`src/verilog/voxel_mem_pkg.sv`:
```
// Shared widths, sizes and word types of the voxel memory shell
package voxel_mem_pkg;

    // ------------------------------------------------------------
    // Memory geometry
    // ------------------------------------------------------------
    localparam int DATA_W     = 64;
    localparam int MEM_ADDR_W = 10;
    localparam int MEM_WORDS  = 1024;

    // External word address, one bit wider than the memory address
    localparam int BUS_ADDR_W = 11;

    // Address bit that selects the voxel window
    localparam int WIN_SEL_BIT = 10;

    // Copy length in words, wide enough to hold MEM_WORDS
    localparam int LEN_W = 11;

    // ------------------------------------------------------------
    // Types
    // ------------------------------------------------------------
    typedef logic [DATA_W-1:0]     word_t;
    typedef logic [MEM_ADDR_W-1:0] mem_addr_t;

    // Window bit on top, word offset in the low MEM_ADDR_W bits
    typedef logic [BUS_ADDR_W-1:0] bus_addr_t;

    typedef logic [LEN_W-1:0]      len_t;

endpackage

```
`src/verilog/mem_port_if.sv`:
```
// Word request port toward the memory
// One req strobe per access, reads answer with rvalid one cycle later
interface mem_port_if
    import voxel_mem_pkg::*;
();

    // Request side
    logic      req;
    logic      we;
    mem_addr_t addr;
    word_t     wdata;

    // Read response
    word_t     rdata;
    logic      rvalid;

    modport requester (
        output req,
        output we,
        output addr,
        output wdata,
        input  rdata,
        input  rvalid
    );

    modport memory (
        input  req,
        input  we,
        input  addr,
        input  wdata,
        output rdata,
        output rvalid
    );

endinterface

```
`src/verilog/dma_word_counter.sv`:
```
// DMA copy bookkeeping
// Source and destination pointers plus the remaining word count
module dma_word_counter
    import voxel_mem_pkg::*;
(
    input  logic      clk,
    input  logic      rst_n,
    input  logic      load,
    input  logic      step,
    input  mem_addr_t src,
    input  mem_addr_t dst,
    input  len_t      len,
    output mem_addr_t src_ptr,
    output mem_addr_t dst_ptr,
    output logic      last,
    output logic      empty
);

    len_t remaining;

    // ------------------------------------------------------------
    // Pointers
    // ------------------------------------------------------------
    // A load wins over a step in the same cycle
    always_ff @(posedge clk) begin
        if (load) begin
            src_ptr <= src;
            dst_ptr <= dst;
        end else if (step) begin
            src_ptr <= src_ptr + 1'b1;
            dst_ptr <= dst_ptr + 1'b1;
        end
    end

    // ------------------------------------------------------------
    // Remaining words
    // ------------------------------------------------------------
    always_ff @(posedge clk or negedge rst_n) begin
        if (!rst_n) begin
            remaining <= '0;
        end else if (load) begin
            remaining <= len;
        end else if (step && !empty) begin
            remaining <= remaining - 1'b1;
        end
    end

    assign last  = (remaining == len_t'(1));
    assign empty = (remaining == '0);

endmodule

```
`src/verilog/dma_copy_fsm.sv`:
```
// DMA copy engine
// Moves one word per read, wait, write step and signals done, irq and msi
module dma_copy_fsm
    import voxel_mem_pkg::*;
(
    input  logic      clk,
    input  logic      rst_n,
    input  logic      start,
    input  mem_addr_t src,
    input  mem_addr_t dst,
    input  len_t      len,
    input  logic      irq_ack,
    mem_port_if.requester mem,
    output logic      busy,
    output logic      done,
    output logic      irq,
    output logic      msi_pulse
);

    typedef enum logic [2:0] {
        ST_IDLE,
        ST_READ,
        ST_WAIT,
        ST_WRITE,
        ST_FINISH
    } state_t;

    state_t    state;
    state_t    state_next;
    logic      load;
    logic      step;
    mem_addr_t src_ptr;
    mem_addr_t dst_ptr;
    logic      last;
    word_t     hold;
    logic      irq_d;

    dma_word_counter u_cnt (
        .clk     (clk),
        .rst_n   (rst_n),
        .load    (load),
        .step    (step),
        .src     (src),
        .dst     (dst),
        .len     (len),
        .src_ptr (src_ptr),
        .dst_ptr (dst_ptr),
        .last    (last),
        .empty   ()
    );

    // ------------------------------------------------------------
    // Next state and memory port
    // ------------------------------------------------------------
    always_comb begin
        state_next = state;
        load       = 1'b0;
        step       = 1'b0;
        mem.req    = 1'b0;
        mem.we     = 1'b0;
        mem.addr   = src_ptr;
        mem.wdata  = hold;
        case (state)
            ST_IDLE: begin
                if (start) begin
                    load       = 1'b1;
                    // Zero length skips all memory traffic
                    state_next = (len == '0) ? ST_FINISH : ST_READ;
                end
            end
            ST_READ: begin
                mem.req    = 1'b1;
                state_next = ST_WAIT;
            end
            ST_WAIT: begin
                state_next = ST_WRITE;
            end
            ST_WRITE: begin
                mem.req    = 1'b1;
                mem.we     = 1'b1;
                mem.addr   = dst_ptr;
                step       = 1'b1;
                state_next = last ? ST_FINISH : ST_READ;
            end
            default: begin
                state_next = ST_IDLE;
            end
        endcase
    end

    // ------------------------------------------------------------
    // State, status and interrupt registers
    // ------------------------------------------------------------
    always_ff @(posedge clk or negedge rst_n) begin
        if (!rst_n) begin
            state     <= ST_IDLE;
            busy      <= 1'b0;
            done      <= 1'b0;
            irq       <= 1'b0;
            irq_d     <= 1'b0;
            msi_pulse <= 1'b0;
        end else begin
            state <= state_next;
            busy  <= state_next inside {ST_READ, ST_WAIT, ST_WRITE};
            done  <= (state_next == ST_FINISH);
            // Sticky until acknowledged while a new completion wins over the ack
            if (state_next == ST_FINISH) begin
                irq <= 1'b1;
            end else if (irq_ack) begin
                irq <= 1'b0;
            end
            irq_d     <= irq;
            msi_pulse <= irq && !irq_d;
        end
    end

    // Word in flight between read and write
    always_ff @(posedge clk) begin
        if (state == ST_WAIT && mem.rvalid) begin
            hold <= mem.rdata;
        end
    end

    // ------------------------------------------------------------
    // Checks
    // ------------------------------------------------------------
    // The read word is back by the wait state
    a_wait_has_data : assert property (
        @(posedge clk) disable iff (!rst_n)
        (state == ST_WAIT) |-> mem.rvalid
    );

    // No read response is pending at completion
    a_done_no_rvalid : assert property (
        @(posedge clk) disable iff (!rst_n)
        done |-> !mem.rvalid
    );

endmodule

```
`src/flat_wrapper.sv`:
```
// flat-port wrapper written by rule: the top's interface ports become plain ports
module dma_copy_fsm_flat import voxel_mem_pkg::*;
  (clk, rst_n, start, src, dst, len, irq_ack, busy, done, irq, msi_pulse, mem_req, mem_we, mem_addr, mem_wdata, mem_rdata, mem_rvalid);
  mem_port_if mem_i ();
  input  logic clk;
  input  logic rst_n;
  input  logic start;
  input  mem_addr_t src;
  input  mem_addr_t dst;
  input  len_t len;
  input  logic irq_ack;
  output logic busy;
  output logic done;
  output logic irq;
  output logic msi_pulse;
  output wire logic [$bits(mem_i.req)-1:0] mem_req;
  output wire logic [$bits(mem_i.we)-1:0] mem_we;
  output wire logic [$bits(mem_i.addr)-1:0] mem_addr;
  output wire logic [$bits(mem_i.wdata)-1:0] mem_wdata;
  input wire logic [$bits(mem_i.rdata)-1:0] mem_rdata;
  input wire logic [$bits(mem_i.rvalid)-1:0] mem_rvalid;
  assign mem_req = mem_i.req;
  assign mem_we = mem_i.we;
  assign mem_addr = mem_i.addr;
  assign mem_wdata = mem_i.wdata;
  assign mem_i.rdata = mem_rdata;
  assign mem_i.rvalid = mem_rvalid;
  dma_copy_fsm u_core (.clk(clk), .rst_n(rst_n), .start(start), .src(src), .dst(dst), .len(len), .irq_ack(irq_ack), .mem(mem_i), .busy(busy), .done(done), .irq(irq), .msi_pulse(msi_pulse));
endmodule
```
`config.mk`:
```
export PLATFORM = sky130hd
export DESIGN_NAME = dma_copy_fsm_flat
export DESIGN_NICKNAME = d
export VERILOG_FILES = /design/src/verilog/voxel_mem_pkg.sv /design/src/verilog/mem_port_if.sv /design/src/verilog/dma_word_counter.sv /design/src/verilog/dma_copy_fsm.sv /design/src/flat_wrapper.sv
export SDC_FILE = /design/constraint.sdc
export NUM_CORES = 1
export LEC_CHECK = 0
export ABC_AREA = 1
export BUFFER_PORTS_ARGS = -buffer_cell sky130_fd_sc_hd__buf_2
export CAP_MARGIN = 20
export CORE_MARGIN = 2
export CORE_UTILIZATION = 52
export CTS_CLUSTER_SIZE = 16
export DETAILED_ROUTE_END_ITERATION = 8
export PLACE_DENSITY_LB_ADDON = 0.2
export RECOVER_POWER = 25
export SETUP_SLACK_MARGIN = 0.2
export SYNTH_ARGS = -nofsm -noshare
export SYNTH_HDL_FRONTEND = slang
export SYNTH_SLANG_ARGS = --single-unit
```
`constraint.sdc`:
```
create_clock -name clk -period 12 [get_ports clk]
set_input_delay 2.4 -clock clk [delete_from_list [all_inputs] [get_ports clk]]
set_output_delay 2.4 -clock clk [all_outputs]
set_load 0.01 [all_outputs]
```
After elaboration in Yosys (flattened, before gate mapping)
Cells that the tools add are included.
Storage, ports and cells
  output and inout port bits: 80
  input port bits: 100
  bits in registers: 103
  logic and storage cells: 51
Cells by class
  equality and inequality tests: 8
  reductions and logical operators: 13
  add/subtract/negate cells: 3
  mux-type cells: 17
Operators with widths (count)
  10-bit 2-to-1 mux: 5
  11-bit logical NOT: 2
  11-bit 2-to-1 mux: 2
  10-bit by 1-bit adder with 10-bit output, second input constant: 2
  3-bit by 2-bit equality test with 1-bit output, second input constant: 4
  3-bit case mux with 4 select lines: 1
  11-bit by 1-bit equality test with 1-bit output, second input constant: 1
  11-bit by 1-bit subtractor with 11-bit output, second input constant: 1
  3-bit 2-to-1 mux: 3
  3-bit by 1-bit equality test with 1-bit output, second input constant: 2
  1-bit 2-to-1 mux: 6
  2-bit nonzero test: 3
  3-bit equality test, second input constant: 1
  1-bit logical AND: 3
  3-bit logical NOT: 1
  3-bit nonzero test: 1
  1-bit logical NOT: 2
  2-bit OR reduction: 1

Depth between registers and ports, before layout
  depth in word-level cells: 6
  depth in mapped cells: 10
  mapped depth without buffers: 9

Hierarchy
From an unflattened synthesis, not the netlist that was laid out.
Second synthesis, totals
  cell total of the unflattened synthesis: 413
  area, all modules: 4423.0 µm²
By module, submodules not included
  dma_copy_fsm: area an instance 2419.8 µm², cells an instance 142, sequential area each 2122.0 µm², times used 1
  dma_word_counter: area an instance 2003.2 µm², cells an instance 271, sequential area each 875.8 µm², times used 1

Least setup slack after synthesis
No wires, ideal clock.
  path type: input to register
  from: input port mem_rvalid
  to: register u_core.hold[0] (netlist: u_core.mem.wdata[0]), enable pin
  slack: 6.419 ns
  arrival time: 5.095 ns
  path buffers: 0
  stages on the path: 2
  data required time: 11.514 ns
  cell sequence: inv_1 -> nor2_1
On the way
  cells in the longest elaborated chain, start to end: 1
RTL lines
  start, declared: line flat_wrapper.sv:21  | input wire logic [$bits(mem_i.rvalid)-1:0] mem_rvalid;
  1-bit logical AND: line dma_copy_fsm.sv:119  | if (state == ST_WAIT && mem.rvalid) begin
  end signal, assigned: line dma_copy_fsm.sv:120  | hold <= mem.rdata;
  end, declared: line dma_copy_fsm.sv:35  | word_t hold;
Every way passes these cells.
A chain may end at the register's enable or synchronous reset.

Worst setup path after layout
  from: register u_core.state[2]
  to: output port mem_addr[7]
On the way
  cells in the longest elaborated chain, start to end: 2
RTL lines
  start, declared: line dma_copy_fsm.sv:28  | state_t state;
  start signal, assigned: line dma_copy_fsm.sv:103  | state <= state_next;
  3-bit by 2-bit equality test with 1-bit output: line dma_copy_fsm.sv:63  | case (state)
  10-bit 2-to-1 mux: line dma_copy_fsm.sv:63
  end, declared: line flat_wrapper.sv:18  | output wire logic [$bits(mem_i.addr)-1:0] mem_addr;
Every way passes these cells.

==> results.toml <==
[status]
outcome = "completed"

[drt]
ant_nets = 0
drtIter0Drc = 141
dr.pass1.iters = 4
via_per_inst = 5.081
routed_wl_um = 10850
wl_per_cell_um = 15.62
drc_errors = 0
vias = 3531

[die]
initial_core_util_pct = 53.86
die_area_sq_um = 9309
die_y_um = 96.49
fp-row-count = 33
core_area_sq_um = 8258
die_w_um = 96.49
ios = 180

[clock_network]
cts_root_buffer = "clkbuf_8"
cts_hold_buffers = 0
cts_setup_buffers = 0
cts-resized-gates = 0
htree_levels = 3
clk_pin_slew_ns = 0.10
cts_tree = "built"
cts_made_buffers = 9
cts.sinks = 103
clock_path_buffers = 2
worstSkewPairLatency_ns = 0.37

[global_route]
grt_max_degree = 65
grt_pass1_wl_um = 16060
antenna_found_initial = 0
grtUsageTotal_pct = 23.32
overflow = 0
first_global_vias = 3247

[power]
powerDensity_nw_per_um2 = 226.0
power_mw = 1.269
swShare_pct = 40.03
p_comb_share_pct = 37.5
clkPwrFrac_pct = 16.3
irDropWorstVdd_v = 0.0001240
p_switching_mw = 0.5080
p_leak_nw = 2.577
seqPwrFrac_pct = 46.2
internal-power_mw = 0.7609

[flow_run]
maxCapViolCount = 0

[logic_synthesis]
synthAdderAreaFrac_pct = 1.406
async_flop_share_pct = 18.45
synth_nets = 509
synth_area_leaders = "edfxtp_1, dfrtp_1, nand2_1, o21ai_0, inv_1"
yosys.area_share.simple_pct = 20.00
ys_ff_latch = 103
ys_seq_area_share_pct = 67.40
yosysWarningCount = 0
synthesis.area_sq_um = 4448
synth-main-ff-cell = "edfxtp_1"
synth_cells = 404
synth.distinct_cells = 32
synth_top_family_by_area = "simple AND/OR/NAND/NOR gates"
synthMuxAreaShare_pct = 0
synth-edff-count = 84
yosys.area.top_type = "edfxtp_1"
synth_xor_area_share_pct = 1.575
synth_top_cell_area_share_pct = 56.71
avgSynthCellArea_sq_um = 11.01
synth-compound-area-share_pct = 5.373

[final_layout]
num_antenna_cells = 0
mostFrequentLayoutCells = "buf_2, nand2_1, edfxtp_1"
drive_gt1_share_pct = 36.78
syn_to_final_growth_pct = 26.24
mostFrequentLayoutCell = "buf_2"
nNetsFinal = 690

[timing]
finalHoldViolCount = 0
fin_setup_tns_ns = 0
tightest_slew_ns = 1.090
fin_crit_ns = 4.192
rsz0062_at_grt = "no"
period_share_pct = 34.93
max_freq_ghz = 0.2385
finalMaxSlewViolations = 0
relSlewSlack_pct = 27.31
setup_viol = 0
finClkSkew_ns = 0.01160

[worst_setup_path]
crit_path_start_kind = "flip-flop"
arrival_ns = 1.79
cp-end-kind = "primary output"
crit_type = "reg -> out"
cp.required_ns = 9.60
path_max_fanout = 23

[place]
hpwl_um = 8047
io_buffers = 179
place_congestion = 0.8891

[worst_hold_path]
hp-class = "reg -> reg"
-- cells by family after synthesis --
logic type	after synthesis
XOR/XNOR	8
buffers and inverters	46
AND/OR/NAND/NOR	199
adder cells (fa/ha/maj)	5
AO/OA/AOI/OAI	43
flip-flops	103
-- worst paths after layout --
kind	startpoint	end	slack, ns	cells past startpoint
worst max register to register	u_core.state[2]	u_core.u_cnt.remaining[6]	9.88	7
max in group asynchronous	rst_n	u_core.busy	9.14	1
worst max-delay path	u_core.state[2]	mem_addr[7]	7.81	4
min in group asynchronous	rst_n	u_core.irq_d	2.20	1
worst min register to register	u_core.irq_d	u_core.msi_pulse	0.40	1
worst min-delay path	u_core.irq_d	u_core.msi_pulse	0.40	1
-- state kept, by name (all words and copies together) (netlist names) --
register and flops:
u_core.irq 1, u_core.mem.wdata 64, u_core.u_cnt.remaining 11, u_core.u_cnt.src_ptr 10, u_core.msi_pulse 1, u_core.busy 1, u_core.irq_d 1, u_core.state 3
u_core.done 1, u_core.u_cnt.dst_ptr 10
-- metrics by stage --
step | utilization, % | worst slack (ns) | hold slack, ns | cells | instance area (sq um)
finish | 68.00 | 7.808 | 0.4008 | 695 | 5615
global route | 68.00 | 7.628 | 0.4085 | 695 | 5615
detailed placement | 65.86 | 7.946 | 0.3841 | 679 | 5439
global placement | 65.86 | 8.009 | 0.3839 | 679 | 5439
floorplan | - | 6.419 | 0.3782 | 404 | 4448
CTS | 68.05 | 7.848 | 0.3988 | 695 | 5619
-- layer usage --
metal / part of all wire [%] / track usage [%]
met5: 0 / 0
met4: 1.6 / 7.981
met3: 9.4 / 5.896
met2: 49 / 38.37
met1: 40 / 30.31
-- cells in the mapped netlist (4+ instances only) --
library cell    n
xnor2_1         4
dfrtp_1        19
nand4_1         7
nor2_4          5
nand2_2         4
xor2_1          4
edfxtp_1       84
nor2_1         28
nor3_1          4
a21oi_1         4
inv_1          33
clkbuf_1        4
buf_2           5
nand2_1       119
nand3_1        22
o21ai_0        29
ha_1            5
-- critical path, stage by stage (launching register included) --
cell,delay [ns]
dfrtp_1,0.41
nor2_1,0.21
nand2_2,0.31
o21ai_0,0.31
buf_2,0.17
-- cell type report --
class	count	area (sq um)
Clock buffer	10	127.6
Inverter	36	137.6
Timing Repair Buffer	180	902.1
Multi-Input combinational cell	255	1266
Clock inverter	6	52.55
Fill cell	682	2643
Sequential cell	103	2998
Tap cell	105	131.4
-- power by group through the flow --
stage | Combinational (mW) | Clock [mW] | Sequential, mW
3_3_place_gp | 0.462 | 0 | 0.590
4_1_cts | 0.480 | 0.209 | 0.586
3_5_place_dp | 0.477 | 0 | 0.594
2_1_floorplan | 0.319 | 0 | 0.596
5_1_grt | 0.543 | 0.225 | 0.600
6_report | 0.476 | 0.207 | 0.586
No activity file was read; power rests on OpenSTA's default activity.
