--- config.mk ---
export PLATFORM = sky130hd
export DESIGN_NAME = mem_bus_arbiter_flat
export DESIGN_NICKNAME = d
export VERILOG_FILES = /design/src/verilog/voxel_mem_pkg.sv /design/src/verilog/mem_port_if.sv /design/src/verilog/mem_bus_arbiter.sv /design/src/flat_wrapper.sv
export SDC_FILE = /design/constraint.sdc
export NUM_CORES = 1
export LEC_CHECK = 0
export BUFFER_PORTS_ARGS = -buffer_cell sky130_fd_sc_hd__buf_2
export CAP_MARGIN = 20
export CORE_AREA = 5 5 191 193
export CTS_CLUSTER_DIAMETER = 30
export CTS_CLUSTER_SIZE = 20
export DETAILED_ROUTE_END_ITERATION = 6
export DIE_AREA = 0 0 196 198
export GPL_TIMING_DRIVEN = 0
export PLACE_DENSITY = 0.44
export SETUP_SLACK_MARGIN = 0.05
export SYNTH_ARGS = -nofsm -noshare
export SYNTH_HDL_FRONTEND = slang
export SYNTH_SLANG_ARGS = --single-unit
--- constraint.sdc ---
create_clock -name clk -period 1.1 [get_ports clk]
set_clock_uncertainty 0.2 [all_clocks]
set_input_delay 0.11 -clock clk [delete_from_list [all_inputs] [get_ports clk]]
set_output_delay 0.11 -clock clk [all_outputs]
set_load 0.1 [all_outputs]
--- src/verilog/voxel_mem_pkg.sv ---
// Shared widths, sizes and word types of the voxel memory shell
package voxel_mem_pkg;

    // ------------------------------------------------------------
    // Memory geometry
    // ------------------------------------------------------------
    localparam int DATA_W     = 64;
    localparam int MEM_ADDR_W = 10;
    localparam int MEM_WORDS  = 1024;

    // External word address, one bit wider than the memory address
    localparam int BUS_ADDR_W = 11;

    // Address bit that selects the voxel window
    localparam int WIN_SEL_BIT = 10;

    // Copy length in words, wide enough to hold MEM_WORDS
    localparam int LEN_W = 11;

    // ------------------------------------------------------------
    // Types
    // ------------------------------------------------------------
    typedef logic [DATA_W-1:0]     word_t;
    typedef logic [MEM_ADDR_W-1:0] mem_addr_t;

    // Window bit on top, word offset in the low MEM_ADDR_W bits
    typedef logic [BUS_ADDR_W-1:0] bus_addr_t;

    typedef logic [LEN_W-1:0]      len_t;

endpackage

--- src/verilog/mem_port_if.sv ---
// Word request port toward the memory
// One req strobe per access, reads answer with rvalid one cycle later
interface mem_port_if
    import voxel_mem_pkg::*;
();

    // Request side
    logic      req;
    logic      we;
    mem_addr_t addr;
    word_t     wdata;

    // Read response
    word_t     rdata;
    logic      rvalid;

    modport requester (
        output req,
        output we,
        output addr,
        output wdata,
        input  rdata,
        input  rvalid
    );

    modport memory (
        input  req,
        input  we,
        input  addr,
        input  wdata,
        output rdata,
        output rvalid
    );

endinterface

--- src/verilog/mem_bus_arbiter.sv ---
// Memory bus arbiter between the DMA and the external word port
// Decodes the voxel window into a debug write strobe and zero reads
module mem_bus_arbiter
    import voxel_mem_pkg::*;
(
    input  logic      clk,
    input  logic      rst_n,
    input  logic      dma_busy,
    input  logic      ext_req,
    input  logic      ext_we,
    input  bus_addr_t ext_addr,
    input  word_t     ext_wdata,
    output logic      ext_gnt,
    output word_t     ext_rdata,
    output logic      ext_rvalid,
    output logic      dbg_we,
    output mem_addr_t dbg_addr,
    output word_t     dbg_wdata,
    mem_port_if.memory    dma,
    mem_port_if.requester ram
);

    logic win_hit;
    logic ext_fire;
    logic ext_rd_q;
    logic dma_rd_q;
    logic win_rd_q;

    // ------------------------------------------------------------
    // Grant and request routing
    // ------------------------------------------------------------
    assign win_hit  = ext_addr[WIN_SEL_BIT];
    // Window always granted and memory only while the DMA is idle
    assign ext_gnt  = win_hit || !dma_busy;
    assign ext_fire = ext_req && ext_gnt;

    always_comb begin
        if (dma_busy) begin
            ram.req   = dma.req;
            ram.we    = dma.we;
            ram.addr  = dma.addr;
            ram.wdata = dma.wdata;
        end else begin
            ram.req   = ext_fire && !win_hit;
            ram.we    = ext_we;
            ram.addr  = ext_addr[MEM_ADDR_W-1:0];
            ram.wdata = ext_wdata;
        end
    end

    // ------------------------------------------------------------
    // Read ownership and window responses
    // ------------------------------------------------------------
    always_ff @(posedge clk or negedge rst_n) begin
        if (!rst_n) begin
            dma_rd_q <= 1'b0;
            ext_rd_q <= 1'b0;
            win_rd_q <= 1'b0;
            dbg_we   <= 1'b0;
        end else begin
            dma_rd_q <= dma_busy && dma.req && !dma.we;
            ext_rd_q <= !dma_busy && ext_fire && !win_hit && !ext_we;
            win_rd_q <= ext_fire && win_hit && !ext_we;
            dbg_we   <= ext_fire && win_hit && ext_we;
        end
    end

    // Debug write payload toward the voxel core
    always_ff @(posedge clk) begin
        if (ext_fire && win_hit && ext_we) begin
            dbg_addr  <= ext_addr[MEM_ADDR_W-1:0];
            dbg_wdata <= ext_wdata;
        end
    end

    // Responses go back to whoever issued the read
    assign dma.rdata  = ram.rdata;
    assign dma.rvalid = ram.rvalid && dma_rd_q;

    // Window reads return zero
    assign ext_rvalid = (ram.rvalid && ext_rd_q) || win_rd_q;
    assign ext_rdata  = ext_rd_q ? ram.rdata : '0;

    // ------------------------------------------------------------
    // Checks
    // ------------------------------------------------------------
    // Every memory read response belongs to exactly one requester
    a_one_read_owner : assert property (
        @(posedge clk) disable iff (!rst_n)
        ram.rvalid |-> (dma_rd_q != ext_rd_q)
    );

endmodule

--- src/flat_wrapper.sv ---
// flat-port wrapper written by rule: the top's interface ports become plain ports
module mem_bus_arbiter_flat import voxel_mem_pkg::*;
  (clk, rst_n, dma_busy, ext_req, ext_we, ext_addr, ext_wdata, ext_gnt, ext_rdata, ext_rvalid, dbg_we, dbg_addr, dbg_wdata, dma_req, dma_we, dma_addr, dma_wdata, dma_rdata, dma_rvalid, ram_req, ram_we, ram_addr, ram_wdata, ram_rdata, ram_rvalid);
  mem_port_if dma_i ();
  mem_port_if ram_i ();
  input  logic clk;
  input  logic rst_n;
  input  logic dma_busy;
  input  logic ext_req;
  input  logic ext_we;
  input  bus_addr_t ext_addr;
  input  word_t ext_wdata;
  output logic ext_gnt;
  output word_t ext_rdata;
  output logic ext_rvalid;
  output logic dbg_we;
  output mem_addr_t dbg_addr;
  output word_t dbg_wdata;
  input wire logic [$bits(dma_i.req)-1:0] dma_req;
  input wire logic [$bits(dma_i.we)-1:0] dma_we;
  input wire logic [$bits(dma_i.addr)-1:0] dma_addr;
  input wire logic [$bits(dma_i.wdata)-1:0] dma_wdata;
  output wire logic [$bits(dma_i.rdata)-1:0] dma_rdata;
  output wire logic [$bits(dma_i.rvalid)-1:0] dma_rvalid;
  output wire logic [$bits(ram_i.req)-1:0] ram_req;
  output wire logic [$bits(ram_i.we)-1:0] ram_we;
  output wire logic [$bits(ram_i.addr)-1:0] ram_addr;
  output wire logic [$bits(ram_i.wdata)-1:0] ram_wdata;
  input wire logic [$bits(ram_i.rdata)-1:0] ram_rdata;
  input wire logic [$bits(ram_i.rvalid)-1:0] ram_rvalid;
  assign dma_i.req = dma_req;
  assign dma_i.we = dma_we;
  assign dma_i.addr = dma_addr;
  assign dma_i.wdata = dma_wdata;
  assign dma_rdata = dma_i.rdata;
  assign dma_rvalid = dma_i.rvalid;
  assign ram_req = ram_i.req;
  assign ram_we = ram_i.we;
  assign ram_addr = ram_i.addr;
  assign ram_wdata = ram_i.wdata;
  assign ram_i.rdata = ram_rdata;
  assign ram_i.rvalid = ram_rvalid;
  mem_bus_arbiter u_core (.clk(clk), .rst_n(rst_n), .dma_busy(dma_busy), .ext_req(ext_req), .ext_we(ext_we), .ext_addr(ext_addr), .ext_wdata(ext_wdata), .ext_gnt(ext_gnt), .ext_rdata(ext_rdata), .ext_rvalid(ext_rvalid), .dbg_we(dbg_we), .dbg_addr(dbg_addr), .dbg_wdata(dbg_wdata), .dma(dma_i), .ram(ram_i));
endmodule
# ---- Word-level counts from Yosys, hierarchy flattened
# Index checks and enable logic that the tools add are counted.
dict set report totals {
  word_cells 29
  regBits 78
  in_bits 221
}
dict set report classes {
  muxes 5
  reduce_logical 18
}
# operator n
set op_table {}
lappend op_table {{$mux W64} 2}
lappend op_table {{$logic_and A1 B1 Y1} 12}
lappend op_table {{$mux W10} 1}
lappend op_table {{$logic_not A1 Y1} 4}
lappend op_table {{$logic_or A1 B1 Y1} 2}
lappend op_table {{$mux W1} 2}

# ---- Depth between registers and ports, before layout
# Gate-level depths: netlist of the first run.
dict set report logic_depth {
  word_depth 6
  mapped_depth 5
  depth_no_buf 2
}

# ---- Worst setup path after synthesis of the first run
# OpenSTA, ideal clock, no wires.
dict set report synth_timing {
  path_kind {in2out}
  from {input port dma_busy}
  to {output port ram_req}
  arrival_time_ns 2.771
  setup_slack_ns -1.981
  stages 4
  path_cell_list {buf_6 > buf_6 > buf_6 > o31ai_1}
}
dict set report synth_between {
  elab_chain_cells 5
}
# element line_no
set synth_lines {}
lappend synth_lines {{from (decl)} flat_wrapper.sv:8} ;# input logic dma_busy;
lappend synth_lines {{$logic_not A1 Y1} mem_bus_arbiter.sv:34} ;# assign ext_gnt = win_hit || !dma_busy;
lappend synth_lines {{$logic_or A1 B1 Y1} mem_bus_arbiter.sv:34}
lappend synth_lines {{$logic_and A1 B1 Y1} mem_bus_arbiter.sv:35} ;# assign ext_fire = ext_req && ext_gnt;
lappend synth_lines {{$logic_and A1 B1 Y1} mem_bus_arbiter.sv:44} ;# ram.req = ext_fire && !win_hit;
lappend synth_lines {{$mux W1 *} mem_bus_arbiter.sv:38} ;# if (dma_busy) begin
lappend synth_lines {{to (decl)} flat_wrapper.sv:25} ;# output wire logic [$bits(ram_i.req)-1:0] ram_req;
# Every way passes the cells marked *; elsewhere a longest branch is shown, timed or not.

# ---- Worst setup path in the final report of the first run
dict set report layout_timing {
  from {register u_core.ext_rd_q}
  to {output port ext_rvalid}
}
dict set report layout_between {
  elab_chain_cells 2
}
# element line_no
set layout_lines {}
lappend layout_lines {{from (decl)} mem_bus_arbiter.sv:25} ;# logic ext_rd_q;
lappend layout_lines {{from (signal assigned)} mem_bus_arbiter.sv:62} ;# ext_rd_q <= !dma_busy && ext_fire && !win_hit && !ext_we;
lappend layout_lines {{$logic_and A1 B1 Y1} mem_bus_arbiter.sv:81} ;# assign ext_rvalid = (ram.rvalid && ext_rd_q) || win_rd_q;
lappend layout_lines {{$logic_or A1 B1 Y1} mem_bus_arbiter.sv:81}
lappend layout_lines {{to (decl)} flat_wrapper.sv:15} ;# output logic ext_rvalid;
# No other way between the ends.

==> results of run 1 <==
area by class of cell:
cell class,instances,area (um^2),share of cell area (%)
inverter,1,3.75,0.0305
buffer,80,769,6.26
clock buffer,9,225,1.83
antenna,3,7.51,0.0610
sequential,78,2320,18.9
tap,455,569,4.63
multi-input combinational,151,1830,14.8
timing repair buffer,606,6460,52.6
clock inverter,6,110,0.895
worst paths after layout:
path	from	end	slack, ps	cells after the start
max in group asynchronous	rst_n	u_core.dbg_we	100	3
worst min-delay path	dma_req	u_core.dma_rd_q	-140	3
min in group asynchronous	rst_n	u_core.ext_rd_q	470	3
worst max-delay path	u_core.ext_rd_q	ext_rvalid	-640	4
synth_stat cells:
master / number / area, um^2
o31ai_1: 1 / 7.51
buf_6: 3 / 33.8
nor4_2: 1 / 12.5
mux2_4: 6 / 90.1
dfrtp_1: 4 / 100
nand2b_1: 1 / 6.26
mux2_2: 69 / 777
buf_2: 6 / 30.0
and2_1: 65 / 407
nor2_1: 1 / 3.75
clkbuf_1: 7 / 26.3
a21o_1: 1 / 7.51
buf_4: 64 / 480
and3_1: 1 / 6.26
inv_1: 1 / 3.75
nor3b_1: 1 / 7.51
nand2_1: 1 / 3.75
edfxtp_1: 74 / 2220
sequential cells by signal (all words and copies together) (netlist names):
register	cells
u_core.dbg_wdata	64
u_core.ext_rd_q	1
u_core.dma_rd_q	1
u_core.dbg_we	1
u_core.win_rd_q	1
u_core.dbg_addr	10
metrics by stage:
step / TNS [ps] / hold slack, ps
floorplan: -48160 / -386
global placement: -117730 / -281
detailed placement: -119120 / -281
CTS: -71260 / -153
global route: -72230 / -129
finish: -64310 / -141
metal layers:
layer / vias up / wire (um) / GRT usage (%)
li1: 2266 / - / -
met1: 2288 / 8540 / 12.2
met2: 330 / 13900 / 24.4
met3: 28 / 2440 / 4.34
met4: 2 / 781 / 3.31
met5: - / 13 / 0
timing repair:
| item | CTS | global route |
|---|---|---|
| cloned | 11 | 0 |
| pin swaps | 4 | 3 |
| gates resized for setup | 791 | 38 |
| endpoints found under the hold margin | 81 | 3 |
| setup buffers | 20 | 3 |
| endpoints found under the setup margin | 300 | 249 |
cells by family (layout without fill, tap and decap cells):
kind of cell           after synthesis  after routing  synth area share (%)
AO/OA/AOI/OAI                        2              2                 0.355
buffers and inverters               81            702                  13.6
flip-flops                          78             78                  55.0
multiplexers                        75             75                  20.5
other                                0              3                     0
AND/OR/NAND/NOR                     71             74                  10.6
where the power goes:
part	switching [mW]	internal, mW	leakage, nW
Clock	1.24	2.21	0.160
Combinational	4.82	2.57	4.82
Sequential	0.0634	3.41	0.731
worst max-delay path: stages (launching register included):
cell and delay, ps:
dfrtp_2 440, buf_8 150, buf_8 140, a21o_4 200, buf_12 160
==> results.py, run 1 <==
metrics = {
    "clock_tree": {
        "cts_inserted_buffers": 9,
        "clkTransAtPathRegs_ps": 60,
        "cts_tree": "built",
        "cts_buffer_depth": 2,
        "htreeDepth": 3,
        "cts-hold-fix-buffers": 78,
        "root_buffer": "clkbuf_16",
        "cts_sinks": 78,
    },
    "timing": {
        "rsz0062_at_grt": "true",
        "post-route-period-util_pct": 159,
        "min_period_ps": 1740,
        "tightest_slew_ps": 501,
        "finalHoldViolations": 3,
        "setup_slack_ps": -644,
        "relSlewSlack_pct": 66.8,
        "whs_ps": -141,
        "max_freq_mhz": 573,
        "setup_violations": 218,
        "final_max_slew_viol_count": 0,
    },
    "grt": {
        "grt_pass1_vias": 5659,
        "grt_max_degree": 20,
        "grt_usage_pct": 12.4,
        "antenna_found_initial": 7,
        "grt-ovfl-total": 0,
        "grt_pass1_wl_um": 35900,
    },
    "placed_design": {
        "port_buffers": 501,
        "hpwl_um": 19200,
        "preCtsSetupSlack_ps": -780,
        "place_area_mm2": 0.00780,
        "dpl.cell_count": 1263,
        "gp_congestion": 0.852,
    },
    "floorplan": {
        "dieHeight_um": 198,
        "initial_core_util_pct": 12.3,
        "top_level_ports": 503,
        "rows": 68,
        "fp.dieW_um": 196,
        "coreArea_mm2": 0.0344,
        "die_area_mm2": 0.0388,
    },
    "drt": {
        "vias_per_cell": 3.54,
        "drtPass1Iterations": 4,
        "drt_iter0_markers": 97,
        "vias": 4914,
        "wl_per_cell_um": 18.5,
        "ant_nets": 0,
        "wl_um": 25700,
        "drc": 0,
    },
    "pwr": {
        "max-vdd-ir-drop_mv": 0.796,
        "p_per_area_mw_per_mm2": 1160,
        "report.power.total_mw": 14.3,
        "p_leak_nw": 5.71,
    },
    "run_status": {
        "status": "finished with violations",
        "violations": "negative hold slack, negative setup slack",
    },
    "synthesis": {
        "synth_cell_types": 18,
        "ys.warnings.count": 0,
        "synth_cells": 307,
        "avgSynthCellArea_um2": 13.8,
        "yosysSeqAreaShare_pct": 55.0,
        "ys_seq_elements": 78,
        "syn_area_mm2": 0.00423,
        "syn-num-nets": 528,
    },
    "job": {
        "drv_cap": 0,
    },
    "final_layout": {
        "layout.cells.non_filler": 1389,
        "mostFrequentLayoutCells": "260 x buf_2, 161 x buf_12, 80 x buf_6",
        "final_nets": 1148,
        "area_growth_pct": 191,
        "stdcell_area_mm2": 0.0123,
        "fillers": 3282,
        "final_layout_size_suffix_gt1_share_pct": 83.1,
        "final_common_cell": "buf_2",
        "fin_util_pct": 35.8,
    },
    "critical_path": {
        "cp_max_fo": 10,
        "worstPathArrival_ps": 1430,
        "cp-end-kind": "output port",
        "critPathKind": "flip-flop to output port",
        "crit_required_ps": 790,
        "startpoint_type": "flip-flop",
    },
    "min_path": {
        "hold_path.class": "input port to flip-flop",
    },
}
(Power assumes the default switching activity.)
==> run 2, diff against run 1 <==
--- a/config.mk
+++ b/config.mk
@@ -5,6 +5,7 @@
 export SDC_FILE = /design/constraint.sdc
 export NUM_CORES = 1
 export LEC_CHECK = 0
+export ABC_AREA = 1
 export BUFFER_PORTS_ARGS = -buffer_cell sky130_fd_sc_hd__buf_2
 export CAP_MARGIN = 20
 export CORE_AREA = 5 5 191 193
@@ -13,7 +14,7 @@
 export DETAILED_ROUTE_END_ITERATION = 6
 export DIE_AREA = 0 0 196 198
 export GPL_TIMING_DRIVEN = 0
-export PLACE_DENSITY = 0.44
+export PLACE_DENSITY = 0.45
 export SETUP_SLACK_MARGIN = 0.05
 export SYNTH_ARGS = -nofsm -noshare
 export SYNTH_HDL_FRONTEND = slang
==> run 2 against run 1 <==
The run still ends with negative hold slack, negative setup slack left. Critical path type unchanged. Routed wire length grew 21%. Non-clock buffer count grew 44. Sequential power is essentially flat. Sequential cell count is the same. Final cell count up 19%. Utilization up 11 points. Hold slack worse by 6.7 ps. Via count grew 24%. Synthesized cell count is 74% higher. Count of clock-buffer cells in the layout stayed put.
==> results.py, run 2 <==
metrics = {
    "run_status": {
        "status": "finished with violations",
        "violations": "negative hold slack, negative setup slack",
    },
    "drt": {
        "wl_per_cell_um": 18.8,
        "drc": 0,
        "wl_um": 31000,
        "drt_iter0_markers": 91,
        "vias": 6116,
        "vias_per_cell": 3.71,
        "drtPass1Iterations": 4,
        "ant_nets": 0,
    },
    "min_path": {
        "hold_path.class": "input port to flip-flop",
    },
    "clock_tree": {
        "htreeDepth": 3,
        "cts_sinks": 78,
        "root_buffer": "clkbuf_16",
        "cts-hold-fix-buffers": 79,
        "cts_buffer_depth": 2,
        "cts_inserted_buffers": 9,
        "cts_tree": "built",
        "clkTransAtPathRegs_ps": 60,
    },
    "pwr": {
        "p_leak_nw": 6.87,
        "max-vdd-ir-drop_mv": 0.667,
        "p_per_area_mw_per_mm2": 996,
    },
    "synthesis": {
        "synth_cells": 533,
        "synthDominantCellAreaShare_pct": 51.1,
        "yosysTopAreaCell": "edfxtp_1",
        "synth_edf_count": 74,
        "synthTopCellsByArea": "edfxtp_1 51%, nand2_1 25%, buf_4 12%",
        "avgSynthCellArea_um2": 8.16,
        "ys_seq_elements": 78,
        "synth.most_common_cell": "nand2_1",
        "synth-main-ff-cell": "edfxtp_1",
        "syn-num-nets": 754,
        "syn_area_mm2": 0.00435,
        "synthArstFlopShare_pct": 5.13,
        "yosysSeqAreaShare_pct": 53.4,
        "ys.warnings.count": 0,
        "synth_cell_types": 13,
        "synth_common_cells": "292 x nand2_1, 74 x edfxtp_1, 67 x buf_4",
    },
    "timing": {
        "post-route-period-util_pct": 166,
        "rsz0062_at_grt": "true",
        "max_freq_mhz": 547,
        "setup_violations": 218,
        "fin_tns_setup_ps": -71240,
        "setup_slack_ps": -728,
        "relSlewSlack_pct": 79.7,
        "final_max_slew_viol_count": 0,
        "min_period_ps": 1830,
        "whs_ps": -148,
        "finalHoldViolations": 1,
        "tightest_slew_ps": 306,
    },
    "grt": {
        "antenna_found_initial": 12,
        "grt-ovfl-total": 0,
        "grt_use_met2_pct": 29.2,
        "use_met1_pct": 14.6,
        "grt_pass1_vias": 6794,
        "grt_max_degree": 31,
        "grt_util_met3_pct": 5.67,
        "grt_pass1_wl_um": 43300,
        "grt_busiest_layer": "met2",
        "grt_usage_pct": 14.9,
    },
    "floorplan": {
        "rows": 68,
        "dieHeight_um": 198,
        "coreArea_mm2": 0.0344,
        "fp.dieW_um": 196,
        "initial_core_util_pct": 12.7,
        "top_level_ports": 503,
        "die_area_mm2": 0.0388,
    },
    "critical_path": {
        "worstPathArrival_ps": 1520,
        "crit_end": "ext_rdata[24]",
        "startpoint_type": "flip-flop",
        "crit_required_ps": 790,
        "critPathKind": "flip-flop to output port",
        "cp-end-kind": "output port",
        "cp_max_fo": 6,
        "startpoint": "u_core.ext_rd_q",
    },
    "final_layout": {
        "regMostFlops": "u_core.dbg_wdata",
        "largest_registers": "u_core.dbg_wdata: 64 flops, u_core.dbg_addr: 10 flops",
        "mostFrequentLayoutCells": "218 x buf_2, 156 x nand2_8, 145 x buf_12",
        "final_nets": 1407,
        "largest_register_ffs": 64,
        "fillers": 3027,
        "area_growth_pct": 269,
        "final_common_cell": "buf_2",
        "final_layout_size_suffix_gt1_share_pct": 86.2,
    },
    "placed_design": {
        "gp_congestion": 0.914,
        "hpwl_um": 23500,
        "port_buffers": 501,
    },
    "job": {
        "drv_cap": 0,
    },
}
## run 2: how the worst min path moves through the flow
| stage | start | to | slack, ps | cells past startpoint |
|---|---|---|---|---|
| 2_1_floorplan | rst_n | u_core.dbg_we | -390 | 0 |
| 3_3_place_gp | rst_n | u_core.dbg_we | -260 | 1 |
| 3_5_place_dp | rst_n | u_core.dbg_we | -260 | 1 |
| 4_1_cts | dma_req | u_core.dma_rd_q | -100 | 3 |
| 5_1_grt | dma_req | u_core.dma_rd_q | -150 | 3 |
| 6_report | dma_req | u_core.dma_rd_q | -150 | 3 |
## run 2: worst max-delay path, cell delays in order (launching register included)
cell        delay, ps
dfrtp_2           430
buf_12            140
buf_16            140
buf_16            150
nand2_4            60
clkinvlp_4         80
buf_8             170
## run 2: metal layers
| layer | vias up | routed length (um) | part of all wire (%) |
|---|---|---|---|
| li1 | 2861 | - | - |
| met1 | 2881 | 9970 | 32 |
| met2 | 324 | 17400 | 56 |
| met3 | 40 | 2960 | 9.6 |
| met4 | 10 | 592 | 1.9 |
| met5 | - | 70 | 0.23 |
## run 2: logic make-up after synthesis
kind of cell	count (synthesis)	synth area share, %
and+or+nand+nor	298	25.8
buffers and inverters	155	20.6
AOI/OAI and AO/OA	2	0.287
DFF	78	53.4
## run 2: layout make-up
type / count / area (um^2) / area share, %
clock inverters: 7 / 119 / 0.740
well taps: 455 / 569 / 3.54
plain buffers: 85 / 923 / 5.74
clock buffers: 9 / 225 / 1.40
repair buffers: 645 / 6960 / 43.3
multi-input cells: 300 / 4440 / 27.6
inverters: 67 / 508 / 3.16
diodes: 2 / 5.00 / 0.0311
flip-flops and latches: 78 / 2320 / 14.5
## run 2: timing repair
action                                 in CTS  in global routing
endpoints found under the hold margin      81                  1
pin swaps                                  23                 80
buffers inserted                           36                 25
gates cloned                                9                  2
setup endpoints to repair                 343                241
resized for setup                         854                141
## run 2: metrics by stage
stage | instances | instance area (um^2) | total power [mW] | utilization [%] | worst slack, ps
2_1_floorplan | 533 | 7330 | 8.90 | - | -776
3_3_place_gp | 1489 | 10400 | 10.2 | 30.3 | -1870
3_5_place_dp | 1491 | 10400 | 10.3 | 30.4 | -784
4_1_cts | 1630 | 15300 | 15.8 | 44.4 | -774
5_1_grt | 1648 | 16100 | 16.5 | 46.8 | -785
6_report | 1648 | 16100 | 16.0 | 46.8 | -728
## run 2: power by group
group          switching, mW  internal (mW)
clock network           1.37           2.23
registers             0.0654           3.41
logic                   5.86           3.07
